**src/source/mmu_pkg.sv**
```systemverilog
package mmu_pkg;

    localparam int VPN_W  = 20;  // Virtual page number of a 4 KiB page
    localparam int PFN_W  = 20;
    localparam int ASID_W = 10;
    localparam int MAT_W  = 2;

    // Values 0 and 3 select no translation and give zero outputs
    typedef enum logic [1:0] {
        MODE_DIRECT = 2'd1,
        MODE_MAP    = 2'd2
    } xlate_mode_e;

    // Page shift of a TLB entry
    typedef enum logic [5:0] {
        PS_4K = 6'd12,
        PS_4M = 6'd22
    } page_size_e;

    // Byte offsets of the Wishbone registers
    typedef enum logic [4:0] {
        CSR_MODE   = 5'h00,
        CSR_ASID   = 5'h04,
        CSR_DMW0   = 5'h08,
        CSR_DMW1   = 5'h0C,
        CSR_TLBHI  = 5'h10,
        CSR_TLBLO  = 5'h14,
        CSR_TLBIDX = 5'h18
    } csr_addr_e;

endpackage
```
**src/source/addr_xlate_top.sv**
```systemverilog
`timescale 1ns/1ps

module addr_xlate_top #(
    parameter int TLB_ENTRIES = 8
) (
    input  logic                       clk,
    input  logic                       rst_n,
    input  logic                       wb_cyc,
    input  logic                       wb_stb,
    input  logic                       wb_we,
    input  logic [4:0]                 wb_adr,
    input  logic [31:0]                wb_dat_w,
    output logic [31:0]                wb_dat_r,
    output logic                       wb_ack,
    input  logic                       s0_req,
    input  logic                       s1_req,
    input  logic [31:0]                s0_addr,
    input  logic [31:0]                s1_addr,
    output logic                       s0_vld,
    output logic                       s1_vld,
    output logic [31:0]                s0_paddr,
    output logic [31:0]                s1_paddr,
    output logic [mmu_pkg::MAT_W-1:0]  s0_mat,
    output logic [mmu_pkg::MAT_W-1:0]  s1_mat,
    output logic                       s0_miss,
    output logic                       s1_miss
);
    import mmu_pkg::*;

    xlate_mode_e                 mode;
    logic [ASID_W-1:0]           cur_asid;
    logic [31:0]                 dmw0;
    logic [31:0]                 dmw1;
    logic [TLB_ENTRIES-1:0]      ent_we_vec;
    logic [VPN_W-1:0]            ent_vpn;
    logic [ASID_W-1:0]           ent_asid;
    logic [PFN_W-1:0]            ent_pfn;
    logic [MAT_W-1:0]            ent_mat;
    logic                        ent_g;
    logic                        ent_huge;
    logic                        ent_v;
    logic [TLB_ENTRIES-1:0]      s0_hit_vec;
    logic [TLB_ENTRIES-1:0]      s1_hit_vec;
    logic [TLB_ENTRIES*PFN_W-1:0] pfn_bus;
    logic [TLB_ENTRIES*MAT_W-1:0] mat_bus;
    logic [TLB_ENTRIES-1:0]      huge_bus;
    logic                        s0_tlb_hit;
    logic                        s1_tlb_hit;
    logic [PFN_W-1:0]            s0_pfn;
    logic [PFN_W-1:0]            s1_pfn;
    page_size_e                  s0_ps;
    page_size_e                  s1_ps;
    logic [MAT_W-1:0]            s0_tlb_mat;
    logic [MAT_W-1:0]            s1_tlb_mat;
    logic                        s0_dmw_hit;
    logic                        s1_dmw_hit;
    logic [31:0]                 s0_dmw_paddr;
    logic [31:0]                 s1_dmw_paddr;
    logic [MAT_W-1:0]            s0_dmw_mat;
    logic [MAT_W-1:0]            s1_dmw_mat;

    tlb_csr_wb #(.TLB_ENTRIES(TLB_ENTRIES)) tlb_csr_wb_i (
        .clk(clk), .rst_n(rst_n),
        .wb_cyc(wb_cyc), .wb_stb(wb_stb), .wb_we(wb_we),
        .wb_adr(wb_adr), .wb_dat_w(wb_dat_w), .wb_dat_r(wb_dat_r), .wb_ack(wb_ack),
        .mode(mode), .cur_asid(cur_asid), .dmw0(dmw0), .dmw1(dmw1),
        .ent_we_vec(ent_we_vec), .ent_vpn(ent_vpn), .ent_asid(ent_asid),
        .ent_pfn(ent_pfn), .ent_mat(ent_mat), .ent_g(ent_g),
        .ent_huge(ent_huge), .ent_v(ent_v)
    );

    // ************************************************************************
    // TLB entries, all sharing the write bus and both lookup addresses
    // ************************************************************************
    for (genvar i = 0; i < TLB_ENTRIES; i++) begin : g_entry
        tlb_entry tlb_entry_i (
            .clk(clk), .rst_n(rst_n), .we(ent_we_vec[i]),
            .vpn_in(ent_vpn), .asid_in(ent_asid), .pfn_in(ent_pfn), .mat_in(ent_mat),
            .g_in(ent_g), .huge_in(ent_huge), .v_in(ent_v), .cur_asid(cur_asid),
            .s0_addr(s0_addr), .s1_addr(s1_addr),
            .s0_hit(s0_hit_vec[i]), .s1_hit(s1_hit_vec[i]),
            .pfn(pfn_bus[i*PFN_W +: PFN_W]), .mat(mat_bus[i*MAT_W +: MAT_W]),
            .huge(huge_bus[i])
        );
    end

    tlb_hit_select #(.TLB_ENTRIES(TLB_ENTRIES)) tlb_hit_select_i (
        .s0_hit_vec(s0_hit_vec), .s1_hit_vec(s1_hit_vec),
        .pfn_bus(pfn_bus), .mat_bus(mat_bus), .huge_bus(huge_bus),
        .s0_tlb_hit(s0_tlb_hit), .s1_tlb_hit(s1_tlb_hit),
        .s0_pfn(s0_pfn), .s1_pfn(s1_pfn), .s0_ps(s0_ps), .s1_ps(s1_ps),
        .s0_tlb_mat(s0_tlb_mat), .s1_tlb_mat(s1_tlb_mat)
    );

    dmw_match dmw_match_i (
        .dmw0(dmw0), .dmw1(dmw1), .s0_addr(s0_addr), .s1_addr(s1_addr),
        .s0_dmw_hit(s0_dmw_hit), .s1_dmw_hit(s1_dmw_hit),
        .s0_dmw_paddr(s0_dmw_paddr), .s1_dmw_paddr(s1_dmw_paddr),
        .s0_dmw_mat(s0_dmw_mat), .s1_dmw_mat(s1_dmw_mat)
    );

    paddr_out paddr_out_i (
        .clk(clk), .rst_n(rst_n), .mode(mode),
        .s0_req(s0_req), .s1_req(s1_req), .s0_addr(s0_addr), .s1_addr(s1_addr),
        .s0_dmw_hit(s0_dmw_hit), .s1_dmw_hit(s1_dmw_hit),
        .s0_dmw_paddr(s0_dmw_paddr), .s1_dmw_paddr(s1_dmw_paddr),
        .s0_dmw_mat(s0_dmw_mat), .s1_dmw_mat(s1_dmw_mat),
        .s0_tlb_hit(s0_tlb_hit), .s1_tlb_hit(s1_tlb_hit),
        .s0_pfn(s0_pfn), .s1_pfn(s1_pfn), .s0_ps(s0_ps), .s1_ps(s1_ps),
        .s0_tlb_mat(s0_tlb_mat), .s1_tlb_mat(s1_tlb_mat),
        .s0_vld(s0_vld), .s1_vld(s1_vld), .s0_paddr(s0_paddr), .s1_paddr(s1_paddr),
        .s0_mat(s0_mat), .s1_mat(s1_mat), .s0_miss(s0_miss), .s1_miss(s1_miss)
    );

endmodule

```
**src/source/paddr_out.sv**
```systemverilog
`timescale 1ns/1ps

module paddr_out (
    input  logic                       clk,
    input  logic                       rst_n,
    input  mmu_pkg::xlate_mode_e       mode,
    input  logic                       s0_req,
    input  logic                       s1_req,
    input  logic [31:0]                s0_addr,
    input  logic [31:0]                s1_addr,
    input  logic                       s0_dmw_hit,
    input  logic                       s1_dmw_hit,
    input  logic [31:0]                s0_dmw_paddr,
    input  logic [31:0]                s1_dmw_paddr,
    input  logic [mmu_pkg::MAT_W-1:0]  s0_dmw_mat,
    input  logic [mmu_pkg::MAT_W-1:0]  s1_dmw_mat,
    input  logic                       s0_tlb_hit,
    input  logic                       s1_tlb_hit,
    input  logic [mmu_pkg::PFN_W-1:0]  s0_pfn,
    input  logic [mmu_pkg::PFN_W-1:0]  s1_pfn,
    input  mmu_pkg::page_size_e        s0_ps,
    input  mmu_pkg::page_size_e        s1_ps,
    input  logic [mmu_pkg::MAT_W-1:0]  s0_tlb_mat,
    input  logic [mmu_pkg::MAT_W-1:0]  s1_tlb_mat,
    output logic                       s0_vld,
    output logic                       s1_vld,
    output logic [31:0]                s0_paddr,
    output logic [31:0]                s1_paddr,
    output logic [mmu_pkg::MAT_W-1:0]  s0_mat,
    output logic [mmu_pkg::MAT_W-1:0]  s1_mat,
    output logic                       s0_miss,
    output logic                       s1_miss
);
    import mmu_pkg::*;

    logic [MAT_W+32:0] s0_res;
    logic [MAT_W+32:0] s1_res;

    // Result packed as {miss, mat, paddr}. The DMW hit steers both paddr and
    // mat here since the whole translation sits in one register stage
    function automatic logic [MAT_W+32:0] xlate(
        input xlate_mode_e      md,
        input logic [31:0]      addr,
        input logic             dmw_hit,
        input logic [31:0]      dmw_paddr,
        input logic [MAT_W-1:0] dmw_mat,
        input logic             tlb_hit,
        input logic [PFN_W-1:0] pfn,
        input page_size_e       ps,
        input logic [MAT_W-1:0] tlb_mat
    );
        logic [31:0]       tlb_paddr;
        logic [MAT_W+32:0] res;
        case (ps)
            PS_4K:   tlb_paddr = {pfn, addr[11:0]};
            PS_4M:   tlb_paddr = {pfn[9:0], addr[21:0]};
            default: tlb_paddr = '0;
        endcase
        case (md)
            MODE_DIRECT: res = {1'b0, {MAT_W{1'b0}}, addr};
            MODE_MAP: begin
                if (dmw_hit) begin
                    res = {1'b0, dmw_mat, dmw_paddr};
                end else if (tlb_hit) begin
                    res = {1'b0, tlb_mat, tlb_paddr};
                end else begin
                    res = {1'b1, {MAT_W{1'b0}}, 32'h0};  // Nothing maps the address
                end
            end
            default: res = '0;
        endcase
        return res;
    endfunction

    assign s0_res = xlate(mode, s0_addr, s0_dmw_hit, s0_dmw_paddr, s0_dmw_mat,
                          s0_tlb_hit, s0_pfn, s0_ps, s0_tlb_mat);
    assign s1_res = xlate(mode, s1_addr, s1_dmw_hit, s1_dmw_paddr, s1_dmw_mat,
                          s1_tlb_hit, s1_pfn, s1_ps, s1_tlb_mat);

    always_ff @(posedge clk) begin
        if (!rst_n) begin
            s0_vld <= 1'b0;
            s1_vld <= 1'b0;
        end else begin
            s0_vld <= s0_req;
            s1_vld <= s1_req;
        end
    end

    // Outputs hold their last result while no request is present
    always_ff @(posedge clk) begin
        if (s0_req) begin
            {s0_miss, s0_mat, s0_paddr} <= s0_res;
        end
        if (s1_req) begin
            {s1_miss, s1_mat, s1_paddr} <= s1_res;
        end
    end

endmodule

```
**src/source/dmw_match.sv**
```systemverilog
`timescale 1ns/1ps

module dmw_match (
    input  logic [31:0]                dmw0,
    input  logic [31:0]                dmw1,
    input  logic [31:0]                s0_addr,
    input  logic [31:0]                s1_addr,
    output logic                       s0_dmw_hit,
    output logic                       s1_dmw_hit,
    output logic [31:0]                s0_dmw_paddr,
    output logic [31:0]                s1_dmw_paddr,
    output logic [mmu_pkg::MAT_W-1:0]  s0_dmw_mat,
    output logic [mmu_pkg::MAT_W-1:0]  s1_dmw_mat
);
    logic        s0_win0;
    logic        s0_win1;
    logic        s1_win0;
    logic        s1_win1;
    logic [31:0] s0_win;
    logic [31:0] s1_win;

    // Window enabled and its virtual segment equal to the top three address bits
    function automatic logic win_hit(input logic [31:0] dmw, input logic [31:0] addr);
        return dmw[0] && (dmw[31:29] == addr[31:29]);
    endfunction

    assign s0_win0 = win_hit(dmw0, s0_addr);
    assign s0_win1 = win_hit(dmw1, s0_addr);
    assign s1_win0 = win_hit(dmw0, s1_addr);
    assign s1_win1 = win_hit(dmw1, s1_addr);

    assign s0_dmw_hit = s0_win0 || s0_win1;
    assign s1_dmw_hit = s1_win0 || s1_win1;
    assign s0_win     = s0_win0 ? dmw0 : dmw1;  // DMW0 wins when both match
    assign s1_win     = s1_win0 ? dmw0 : dmw1;

    // Physical segment replaces the virtual one, low 29 bits pass through
    assign s0_dmw_paddr = s0_dmw_hit ? {s0_win[27:25], s0_addr[28:0]} : '0;
    assign s1_dmw_paddr = s1_dmw_hit ? {s1_win[27:25], s1_addr[28:0]} : '0;
    assign s0_dmw_mat   = s0_dmw_hit ? s0_win[5:4] : '0;
    assign s1_dmw_mat   = s1_dmw_hit ? s1_win[5:4] : '0;

endmodule

```
**src/source/tlb_hit_select.sv**
```systemverilog
`timescale 1ns/1ps

module tlb_hit_select #(
    parameter int TLB_ENTRIES = 8
) (
    input  logic [TLB_ENTRIES-1:0]                s0_hit_vec,
    input  logic [TLB_ENTRIES-1:0]                s1_hit_vec,
    input  logic [TLB_ENTRIES*mmu_pkg::PFN_W-1:0] pfn_bus,
    input  logic [TLB_ENTRIES*mmu_pkg::MAT_W-1:0] mat_bus,
    input  logic [TLB_ENTRIES-1:0]                huge_bus,
    output logic                                  s0_tlb_hit,
    output logic                                  s1_tlb_hit,
    output logic [mmu_pkg::PFN_W-1:0]             s0_pfn,
    output logic [mmu_pkg::PFN_W-1:0]             s1_pfn,
    output mmu_pkg::page_size_e                   s0_ps,
    output mmu_pkg::page_size_e                   s1_ps,
    output logic [mmu_pkg::MAT_W-1:0]             s0_tlb_mat,
    output logic [mmu_pkg::MAT_W-1:0]             s1_tlb_mat
);
    import mmu_pkg::*;

    localparam int IDX_W = $clog2(TLB_ENTRIES);

    logic [IDX_W-1:0] s0_idx;
    logic [IDX_W-1:0] s1_idx;

    // Scans downward so the lowest hitting index is the one left standing
    function automatic logic [IDX_W-1:0] first_hit(input logic [TLB_ENTRIES-1:0] vec);
        logic [IDX_W-1:0] idx;
        idx = '0;
        for (int i = TLB_ENTRIES - 1; i >= 0; i--) begin
            if (vec[i]) begin
                idx = IDX_W'(i);
            end
        end
        return idx;
    endfunction

    assign s0_idx     = first_hit(s0_hit_vec);
    assign s1_idx     = first_hit(s1_hit_vec);
    assign s0_tlb_hit = |s0_hit_vec;
    assign s1_tlb_hit = |s1_hit_vec;

    assign s0_pfn     = s0_tlb_hit ? pfn_bus[s0_idx*PFN_W +: PFN_W] : '0;
    assign s1_pfn     = s1_tlb_hit ? pfn_bus[s1_idx*PFN_W +: PFN_W] : '0;
    assign s0_tlb_mat = s0_tlb_hit ? mat_bus[s0_idx*MAT_W +: MAT_W] : '0;
    assign s1_tlb_mat = s1_tlb_hit ? mat_bus[s1_idx*MAT_W +: MAT_W] : '0;

    assign s0_ps = !s0_tlb_hit ? page_size_e'(6'd0) : (huge_bus[s0_idx] ? PS_4M : PS_4K);
    assign s1_ps = !s1_tlb_hit ? page_size_e'(6'd0) : (huge_bus[s1_idx] ? PS_4M : PS_4K);

endmodule

```
**src/source/tlb_entry.sv**
```systemverilog
`timescale 1ns/1ps

module tlb_entry (
    input  logic                       clk,
    input  logic                       rst_n,
    input  logic                       we,
    input  logic [mmu_pkg::VPN_W-1:0]  vpn_in,
    input  logic [mmu_pkg::ASID_W-1:0] asid_in,
    input  logic [mmu_pkg::PFN_W-1:0]  pfn_in,
    input  logic [mmu_pkg::MAT_W-1:0]  mat_in,
    input  logic                       g_in,
    input  logic                       huge_in,
    input  logic                       v_in,
    input  logic [mmu_pkg::ASID_W-1:0] cur_asid,
    input  logic [31:0]                s0_addr,
    input  logic [31:0]                s1_addr,
    output logic                       s0_hit,
    output logic                       s1_hit,
    output logic [mmu_pkg::PFN_W-1:0]  pfn,
    output logic [mmu_pkg::MAT_W-1:0]  mat,
    output logic                       huge
);
    import mmu_pkg::*;

    logic [VPN_W-1:0]  vpn;
    logic [ASID_W-1:0] asid;
    logic              g;
    logic              v;
    logic              tag_ok;

    // A 4 MiB page compares only the upper ten bits of the page number
    function automatic logic page_match(input logic [31:0] addr, input logic [VPN_W-1:0] tag,
                                        input logic big);
        if (big) begin
            return addr[31:22] == tag[VPN_W-1:10];
        end
        return addr[31:12] == tag;
    endfunction

    always_ff @(posedge clk) begin
        if (!rst_n) begin
            v <= 1'b0;
        end else if (we) begin
            v <= v_in;
        end
    end

    always_ff @(posedge clk) begin
        if (we) begin
            vpn  <= vpn_in;
            asid <= asid_in;
            pfn  <= pfn_in;
            mat  <= mat_in;
            g    <= g_in;
            huge <= huge_in;
        end
    end

    assign tag_ok = v && (g || (asid == cur_asid));  // Global pages ignore the ASID
    assign s0_hit = tag_ok && page_match(s0_addr, vpn, huge);
    assign s1_hit = tag_ok && page_match(s1_addr, vpn, huge);

endmodule

```
**src/source/tlb_csr_wb.sv**
```systemverilog
`timescale 1ns/1ps

module tlb_csr_wb #(
    parameter int TLB_ENTRIES = 8
) (
    input  logic                       clk,
    input  logic                       rst_n,
    input  logic                       wb_cyc,
    input  logic                       wb_stb,
    input  logic                       wb_we,
    input  logic [4:0]                 wb_adr,
    input  logic [31:0]                wb_dat_w,
    output logic [31:0]                wb_dat_r,
    output logic                       wb_ack,
    output mmu_pkg::xlate_mode_e       mode,
    output logic [mmu_pkg::ASID_W-1:0] cur_asid,
    output logic [31:0]                dmw0,
    output logic [31:0]                dmw1,
    output logic [TLB_ENTRIES-1:0]     ent_we_vec,
    output logic [mmu_pkg::VPN_W-1:0]  ent_vpn,
    output logic [mmu_pkg::ASID_W-1:0] ent_asid,
    output logic [mmu_pkg::PFN_W-1:0]  ent_pfn,
    output logic [mmu_pkg::MAT_W-1:0]  ent_mat,
    output logic                       ent_g,
    output logic                       ent_huge,
    output logic                       ent_v
);
    import mmu_pkg::*;

    localparam int IDX_W = $clog2(TLB_ENTRIES);

    logic [31:0]      tlbhi;
    logic [31:0]      tlblo;
    logic [IDX_W-1:0] tlbidx;
    logic [IDX_W-1:0] wr_idx;
    logic             bus_req;
    logic             idx_wr;
    csr_addr_e        reg_sel;

    assign bus_req = wb_cyc && wb_stb && !wb_ack;  // One access per strobe
    assign reg_sel = csr_addr_e'(wb_adr);
    assign idx_wr  = bus_req && wb_we && (reg_sel == CSR_TLBIDX);
    assign wr_idx  = IDX_W'(32'(wb_dat_w[4:0]) % TLB_ENTRIES);

    // The staged entry lands in the TLB on the same edge that raises ack
    always_comb begin
        ent_we_vec = '0;
        if (idx_wr) begin
            ent_we_vec[wr_idx] = 1'b1;
        end
    end

    // ************************************************************************
    // Register file
    // ************************************************************************
    always_ff @(posedge clk) begin
        if (!rst_n) begin
            wb_ack   <= 1'b0;
            mode     <= xlate_mode_e'(2'd0);
            cur_asid <= '0;
            dmw0     <= '0;  // Enable bit low, windows off
            dmw1     <= '0;
            tlbhi    <= '0;
            tlblo    <= '0;
            tlbidx   <= '0;
        end else begin
            wb_ack <= bus_req;
            if (bus_req && wb_we) begin
                case (reg_sel)
                    CSR_MODE:   mode     <= xlate_mode_e'(wb_dat_w[1:0]);
                    CSR_ASID:   cur_asid <= wb_dat_w[ASID_W-1:0];
                    CSR_DMW0:   dmw0     <= wb_dat_w;
                    CSR_DMW1:   dmw1     <= wb_dat_w;
                    CSR_TLBHI:  tlbhi    <= wb_dat_w;
                    CSR_TLBLO:  tlblo    <= wb_dat_w;
                    CSR_TLBIDX: tlbidx   <= wr_idx;
                    default: ;
                endcase
            end
        end
    end

    always_ff @(posedge clk) begin
        if (bus_req) begin
            case (reg_sel)
                CSR_MODE:   wb_dat_r <= 32'(mode);
                CSR_ASID:   wb_dat_r <= 32'(cur_asid);
                CSR_DMW0:   wb_dat_r <= dmw0;
                CSR_DMW1:   wb_dat_r <= dmw1;
                CSR_TLBHI:  wb_dat_r <= tlbhi;
                CSR_TLBLO:  wb_dat_r <= tlblo;
                CSR_TLBIDX: wb_dat_r <= 32'(tlbidx);
                default:    wb_dat_r <= '0;
            endcase
        end
    end

    assign ent_vpn  = tlbhi[31:12];
    assign ent_asid = tlbhi[ASID_W-1:0];
    assign ent_pfn  = tlblo[31:12];
    assign ent_g    = tlblo[6];
    assign ent_mat  = tlblo[5:4];
    assign ent_huge = tlblo[1];  // Set for a 4 MiB page
    assign ent_v    = tlblo[0];

endmodule

```
**config.mk**
```make
export PLATFORM = sky130hd
export DESIGN_NAME = addr_xlate_top
export DESIGN_NICKNAME = d
export VERILOG_FILES = /design/src/source/mmu_pkg.sv /design/src/source/addr_xlate_top.sv /design/src/source/paddr_out.sv /design/src/source/dmw_match.sv /design/src/source/tlb_hit_select.sv /design/src/source/tlb_entry.sv /design/src/source/tlb_csr_wb.sv
export SDC_FILE = /design/constraint.sdc
export NUM_CORES = 1
export LEC_CHECK = 0
export BUFFER_PORTS_ARGS = -buffer_cell sky130_fd_sc_hd__clkbuf_2
export CAP_MARGIN = 20
export CORE_MARGIN = 2
export CORE_UTILIZATION = 55
export DETAILED_ROUTE_END_ITERATION = 7
export PLACE_DENSITY = 0.85
export RECOVER_POWER = 50
export REMOVE_ABC_BUFFERS = 1
export SLEW_MARGIN = 10
export SYNTH_ARGS = -nofsm -noshare
export SYNTH_HDL_FRONTEND = slang
export SYNTH_SLANG_ARGS = --single-unit
```
**constraint.sdc**
```tcl
create_clock -name clk -period 7.85 [get_ports clk]
set_input_delay 0.785 -clock clk [delete_from_list [all_inputs] [get_ports clk]]
set_output_delay 0.785 -clock clk [all_outputs]
set_load 0.02 [all_outputs]
```
== Yosys cells after proc, flatten, opt, wreduce, memory -nomap -nowiden ==
Index checks and enable logic that the tools add are counted.

* Flip-flop bits (word level): 688
* Bits of input ports: 108
* Output and inout bits: 105

* Multiply operators: 2
* Magnitude comparators: 4
* Eq/ne operators: 56
* Shift-type cells: 4
* Multiplexer cells: 78
* Reductions and logical operators: 54

{| class="wikitable"
|+ Operators with widths
! cell !! number
|-
| $eq A20 B20 Y1 || 16
|-
| $shiftx A160 B9 Y20 || 2
|-
| $eq A10 B10 Y1 || 24
|-
| $pmux W32 S7 || 1
|-
| $mux W35 || 4
|-
| $pmux W35 S2 || 2
|-
| $pmux W32 S2 || 2
|-
| $mux W28 || 2
|-
| $mux W3 || 16
|-
| $mux W1 || 43
|-
| $logic_and A1 B1 Y1 || 33
|-
| $shiftx A16 B5 Y2 || 2
|-
| $reduce_or A8 Y1 || 2
|-
| $eq A5 B5 Y1 const B || 3
|-
| $reduce_and A2 Y1 || 7
|-
| $eq A3 B3 Y1 || 4
|-
| $eq A6 B4 Y1 const B || 2
|-
| $eq A6 B5 Y1 const B || 2
|-
| $lt A3 B4 Y1 const B || 3
|-
| $mul A3 B3 Y6 const B || 2
|-
| $mux W6 || 2
|-
| $eq A5 B4 Y1 const B || 2
|-
| $logic_or A1 B1 Y1 || 10
|-
| $mux W5 || 2
|-
| other kinds (9) || 10
|}

== Logic depth before layout (Yosys ltp) ==
* Depth in word-level cells: 21
* Gate-level depth with buffers: 15
* Depth with buffers taken out: 11

== By module ==
A second synthesis with hierarchy kept.

* Cell total of the unflattened synthesis: 2915
* Area total of the unflattened synthesis: 33973.8 µm²

{| class="wikitable"
|+ By module, submodules not included
! module !! times used !! cells each !! area an instance (µm²) !! seq. area each (µm²)
|-
| tlb_entry || 8 || 124 || 2214.6 || 1641.6
|-
| tlb_csr_wb || 1 || 822 || 7537.2 || 3843.7
|-
| paddr_out || 1 || 338 || 3942.5 || 2142.1
|-
| tlb_hit_select || 1 || 645 || 3636.0 || 0.0
|-
| dmw_match || 1 || 118 || 1141.1 || 0.0
|}

== Worst setup path after synthesis ==
OpenSTA, ideal clock, no wires.

* Path kind: input -> register
* From: input port wb_cyc
* To: register g_entry[0].tlb_entry_i.v
* Library setup time: 0.121 ns
* Data arrival time: 7.383 ns
* Path slack: 0.347 ns
* Stages: 7
* Path buffers: 0
* Path through: nand2_1 -> nor2_1 -> nand2_1 -> or3_1 -> nor3_1 -> mux2i_1 -> nor2b_1

* Longest elaborated chain between the ends: 5

{| class="wikitable"
|+ Ends and longest elaborated chain
! item !! line !! text
|-
| start: declaration || addr_xlate_top.sv:8 || <nowiki>input logic wb_cyc,</nowiki>
|-
| $logic_and A1 B1 Y1 (2 in series) || tlb_csr_wb.sv:40 || <nowiki>assign bus_req = wb_cyc && wb_stb && !wb_ack;</nowiki>
|-
| via tlb_csr_wb_i.bus_req || tlb_csr_wb.sv:36 || <nowiki>logic bus_req;</nowiki>
|-
| $logic_and A1 B1 Y1 (2 in series) || tlb_csr_wb.sv:42 || <nowiki>assign idx_wr = bus_req && wb_we && (reg_sel == CSR_TLBIDX);</nowiki>
|-
| $mux W8 || tlb_csr_wb.sv:48 || <nowiki>if (idx_wr) begin</nowiki>
|-
| via g_entry[0].tlb_entry_i.we || tlb_entry.sv:6 || <nowiki>input logic we,</nowiki>
|-
| end signal: assignment || tlb_entry.sv:44 || <nowiki>v <= v_in;</nowiki>
|-
| end: declaration || tlb_entry.sv:28 || <nowiki>logic v;</nowiki>
|}

The timed path passes the listed nets, and every way through them passes these cells.
A chain may end at the register's enable or synchronous reset.

== Final worst setup path ==
* From: register tlb_csr_wb_i.cur_asid[0] in the netlist's numbering
* To: register paddr_out_i.s1_paddr[27], data pin

* Longest elaborated chain between the ends: 21

{| class="wikitable"
|+ Ends and longest elaborated chain
! item !! line !! text
|-
| start: declaration || tlb_csr_wb.sv:16 || <nowiki>output logic [mmu_pkg::ASID_W-1:0] cur_asid,</nowiki>
|-
| start signal: assignment || tlb_csr_wb.sv:71 || <nowiki>CSR_ASID: cur_asid <= wb_dat_w[ASID_W-1:0];</nowiki>
|-
| branches (longest 18 deep; another with $eq A10 B10 Y1) || -- ||
|-
| $mux W35 * || paddr_out.sv:64 || <nowiki>end else if (tlb_hit) begin</nowiki>
|-
| $mux W35 * || paddr_out.sv:62 || <nowiki>if (dmw_hit) begin</nowiki>
|-
| $pmux W35 S2 * || paddr_out.sv:59 || <nowiki>case (md)</nowiki>
|-
| via paddr_out_i.s1_res[27] || paddr_out.sv:37 || <nowiki>logic [MAT_W+32:0] s1_res;</nowiki>
|-
| end signal: assignment || paddr_out.sv:96 || <nowiki>{s1_miss, s1_mat, s1_paddr} <= s1_res;</nowiki>
|-
| end: declaration || paddr_out.sv:28 || <nowiki>output logic [31:0] s1_paddr,</nowiki>
|}

Mark *: on every way through the listed nets, which the timed path passes. The select of a mux whose other input is x is not followed.

==> results_dict.tcl <==
set metrics [dict create \
    yosys_warnings 0 \
    io_pins 213 \
    fin_setup_tns_ps 0 \
    num_vias 23300 \
    layout-drive-gt1-share_pct 10.66 \
    place_worst_setup_slack_ps 2004 \
    final_max_slew_viol_count 145 \
    synth_edf_count 534 \
    hold_viol 0 \
    fin_crit_sh_pct 69.53 \
    yosysSeqAreaShare_pct 59.13 \
    dieHeight_um 246.5 \
    fmax_mhz 183.2 \
    clkTransAtPathRegs_ps 60 \
    wl_um 99060 \
    min_period_ps 5458 \
    power_frac_comb_pct 3.5 \
    hold_buffers 0 \
    grt.total_usage_pct 32.31 \
    initial_core_util_pct 55.83 \
    hp-class "input port to register" \
    worstMarginPinSlew_ps 2321 \
    grt_pass1_wl_um 144400 \
    die_x_um 246.5 \
    grt_max_degree 109 \
    grt_pass1_vias 22640 \
    cts_sinks 688 \
    htreeDepth 3 \
    postRouteAntennaNets 0 \
    clk-insertion-delay-late_ps 620 \
    pwr-share-seq_pct 52.0 \
    whs_ps 441.9 \
    ctsResizeCount 0 \
    dieArea_sq_um 60740 \
    power_mw 7.526 \
    ir_worst_vdd_mv 0.1571 \
    relSlewSlack_pct -54.71 \
    outcome "finished, violations left" \
    p_per_area_nw_per_um2 208.2 \
    postCtsSetupBuffers 0 \
    clockBufferDepth 3 \
    avgSynthCellArea_sq_um 12.16 \
    antenna_found_initial 3 \
    setup_viol 0 \
    synth_ff_type "edfxtp_1" \
    cts_tree "done" \
    fin_nets 2923 \
    grt_overflow 0 \
    firstDrtPassIters 7 \
    wl_per_cell_um 27.22 \
    routed_via_density 6.402 \
    ys_ff_latch 688 \
    placed_area_sq_um 33930 \
    drt_iter0_drc 3224 \
    p_sw_share_pct 21.21 \
    finalInstanceArea_sq_um 36150 \
    p_int_mw 5.930 \
    cts_buffers 71 \
    syn_inst 2658 \
    async_reset_ff_share_pct 0 \
    post-dp-hpwl_um 66510 \
    area_growth_pct 11.81 \
    end_kind "register" \
    worst_slack_ps 2392 \
    violations "max-capacitance violations, max-slew violations" \
    num_rows 88 \
    switching_power_mw 1.596 \
    final_common_cell "edfxtp_1" \
    clkPwrFrac_pct 44.5 \
    fin_skew_ps 31.66 \
    cap_viol_max_count 4 \
    final_cell_mix "edfxtp_1 (534), nand2_1 (401), xor2_1 (296), mux2i_1 (180), dfxtp_1 (154)" \
    rsz0062_at_grt "false" \
    drc 0 \
    gp_congestion 0.9439 \
    arrival_ps 5870 \
    root_buffer "clkbuf_16" \
    yosys.cell_types.count 75 \
    required_ps 8270 \
    core_sq_um 57920 \
    leakage_nw 13.41 \
    critical_path_class "register to register" \
    critical_path.max_fanout 48 \
    worstSetupStartpointType "register" \
    port_buffers 212 \
    synth_area_sq_um 32330 \
]
==> metrics by stage <==
stage	std cells	util (%)
floorplan	2492	-
global placement	3500	58.54
detailed placement	3502	58.59
CTS	3632	62.58
global route	3635	62.41
finish	3639	62.42
==> worst max-delay path, stage by stage (launching register included) <==
cell      delay (ps)
dfxtp_1          710
xor2_1           140
nor4_1           590
a32oi_1          290
nor3_1           430
o211ai_1         460
a21oi_4          270
buf_4            620
buf_4            680
mux2i_1          160
a22oi_1          320
nand3_1          170
o31a_1           280
o21ai_0          110
==> registers in the layout (all words and copies together) (netlist names), 2 cells and up <==
register                  count
paddr_out_i.s1_paddr         32
paddr_out_i.s0_mat            2
g_entry.tlb_entry_i.mat      16
tlb_csr_wb_i.wb_dat_r        32
paddr_out_i.s1_mat            2
g_entry.tlb_entry_i.vpn     160
tlb_csr_wb_i.tlbhi           32
tlb_csr_wb_i.mode             2
g_entry.tlb_entry_i.v         8
tlb_csr_wb_i.dmw0            32
tlb_csr_wb_i.dmw1            32
paddr_out_i.s0_paddr         32
g_entry.tlb_entry_i.pfn     160
g_entry.tlb_entry_i.huge      8
tlb_csr_wb_i.cur_asid        10
tlb_csr_wb_i.tlbidx           3
tlb_csr_wb_i.tlblo           32
g_entry.tlb_entry_i.asid     80
g_entry.tlb_entry_i.g         8
==> cell families after synthesis <==
kind of cell | count (synthesis) | synth area share (%)
and+or+nand+nor | 751 | 10.96
DFF | 688 | 59.13
AOI/OAI and AO/OA | 429 | 9.790
xor gates and xnor gates | 412 | 11.16
muxes | 201 | 6.304
buffers and inverters | 175 | 2.585
adders and majority gates | 2 | 0.07738
==> power by group through the flow <==
stage | sequential, mW | clock, mW | combinational (mW)
floorplan | 4.01 | 0 | 0.0882
global placement | 3.99 | 0 | 0.261
detailed placement | 3.99 | 0 | 0.264
CTS | 3.91 | 3.37 | 0.266
global route | 3.91 | 3.51 | 0.280
finish | 3.91 | 3.35 | 0.266
==> worst paths after layout <==
path                             from                       end  slack, ps  depth (start not counted)
max          tlb_csr_wb_i.cur_asid[0]  paddr_out_i.s1_paddr[27]       2390                         13
min                      wb_dat_w[19]    tlb_csr_wb_i.tlbhi[19]        440                          3
max reg2reg  tlb_csr_wb_i.cur_asid[0]  paddr_out_i.s1_paddr[27]       2390                         13
min reg2reg     tlb_csr_wb_i.dmw0[14]     tlb_csr_wb_i.dmw0[14]        470                          2
==> cells in the mapped netlist, drive strengths merged, types with 35 or more instances <==
library cell | count | area share (%)
buf | 84 | 1.5
nor3 | 45 | 0.70
and2 | 35 | 0.68
xor2 | 296 | 8.0
nor4 | 74 | 1.4
edfxtp | 534 | 50
xnor2 | 116 | 3.1
a211oi | 37 | 0.86
nand2 | 402 | 4.7
nor2 | 48 | 0.56
dfxtp | 154 | 9.5
nand3 | 42 | 0.65
mux2i | 180 | 5.6
clkbuf | 82 | 0.95
o21ai | 47 | 0.73
a21oi | 45 | 0.72
a21boi | 146 | 3.4
==> metal layers <==
| metal | vias to the layer above | track usage, % | wire length [um] |
|---|---|---|---|
| li1 | 10040 | - | - |
| met1 | 11420 | 43.80 | 37920 |
| met2 | 1549 | 50.63 | 44790 |
| met3 | 281 | 6.525 | 11670 |
| met4 | 2 | 14.03 | 4655 |
| met5 | - | 0 | 23 |
==> layout make-up <==
| cell class | count | area (sq um) |
|---|---|---|
| fillers | 4398 | 21760 |
| clock inverters | 25 | 230.2 |
| multi-input cells | 1795 | 12490 |
| well taps | 765 | 957.2 |
| diodes | 4 | 10.01 |
| inverters | 9 | 33.78 |
| clock buffers | 105 | 2081 |
| flip-flops and latches | 688 | 19120 |
| repair buffers | 248 | 1229 |
Power figures use the tool's default switching activity.
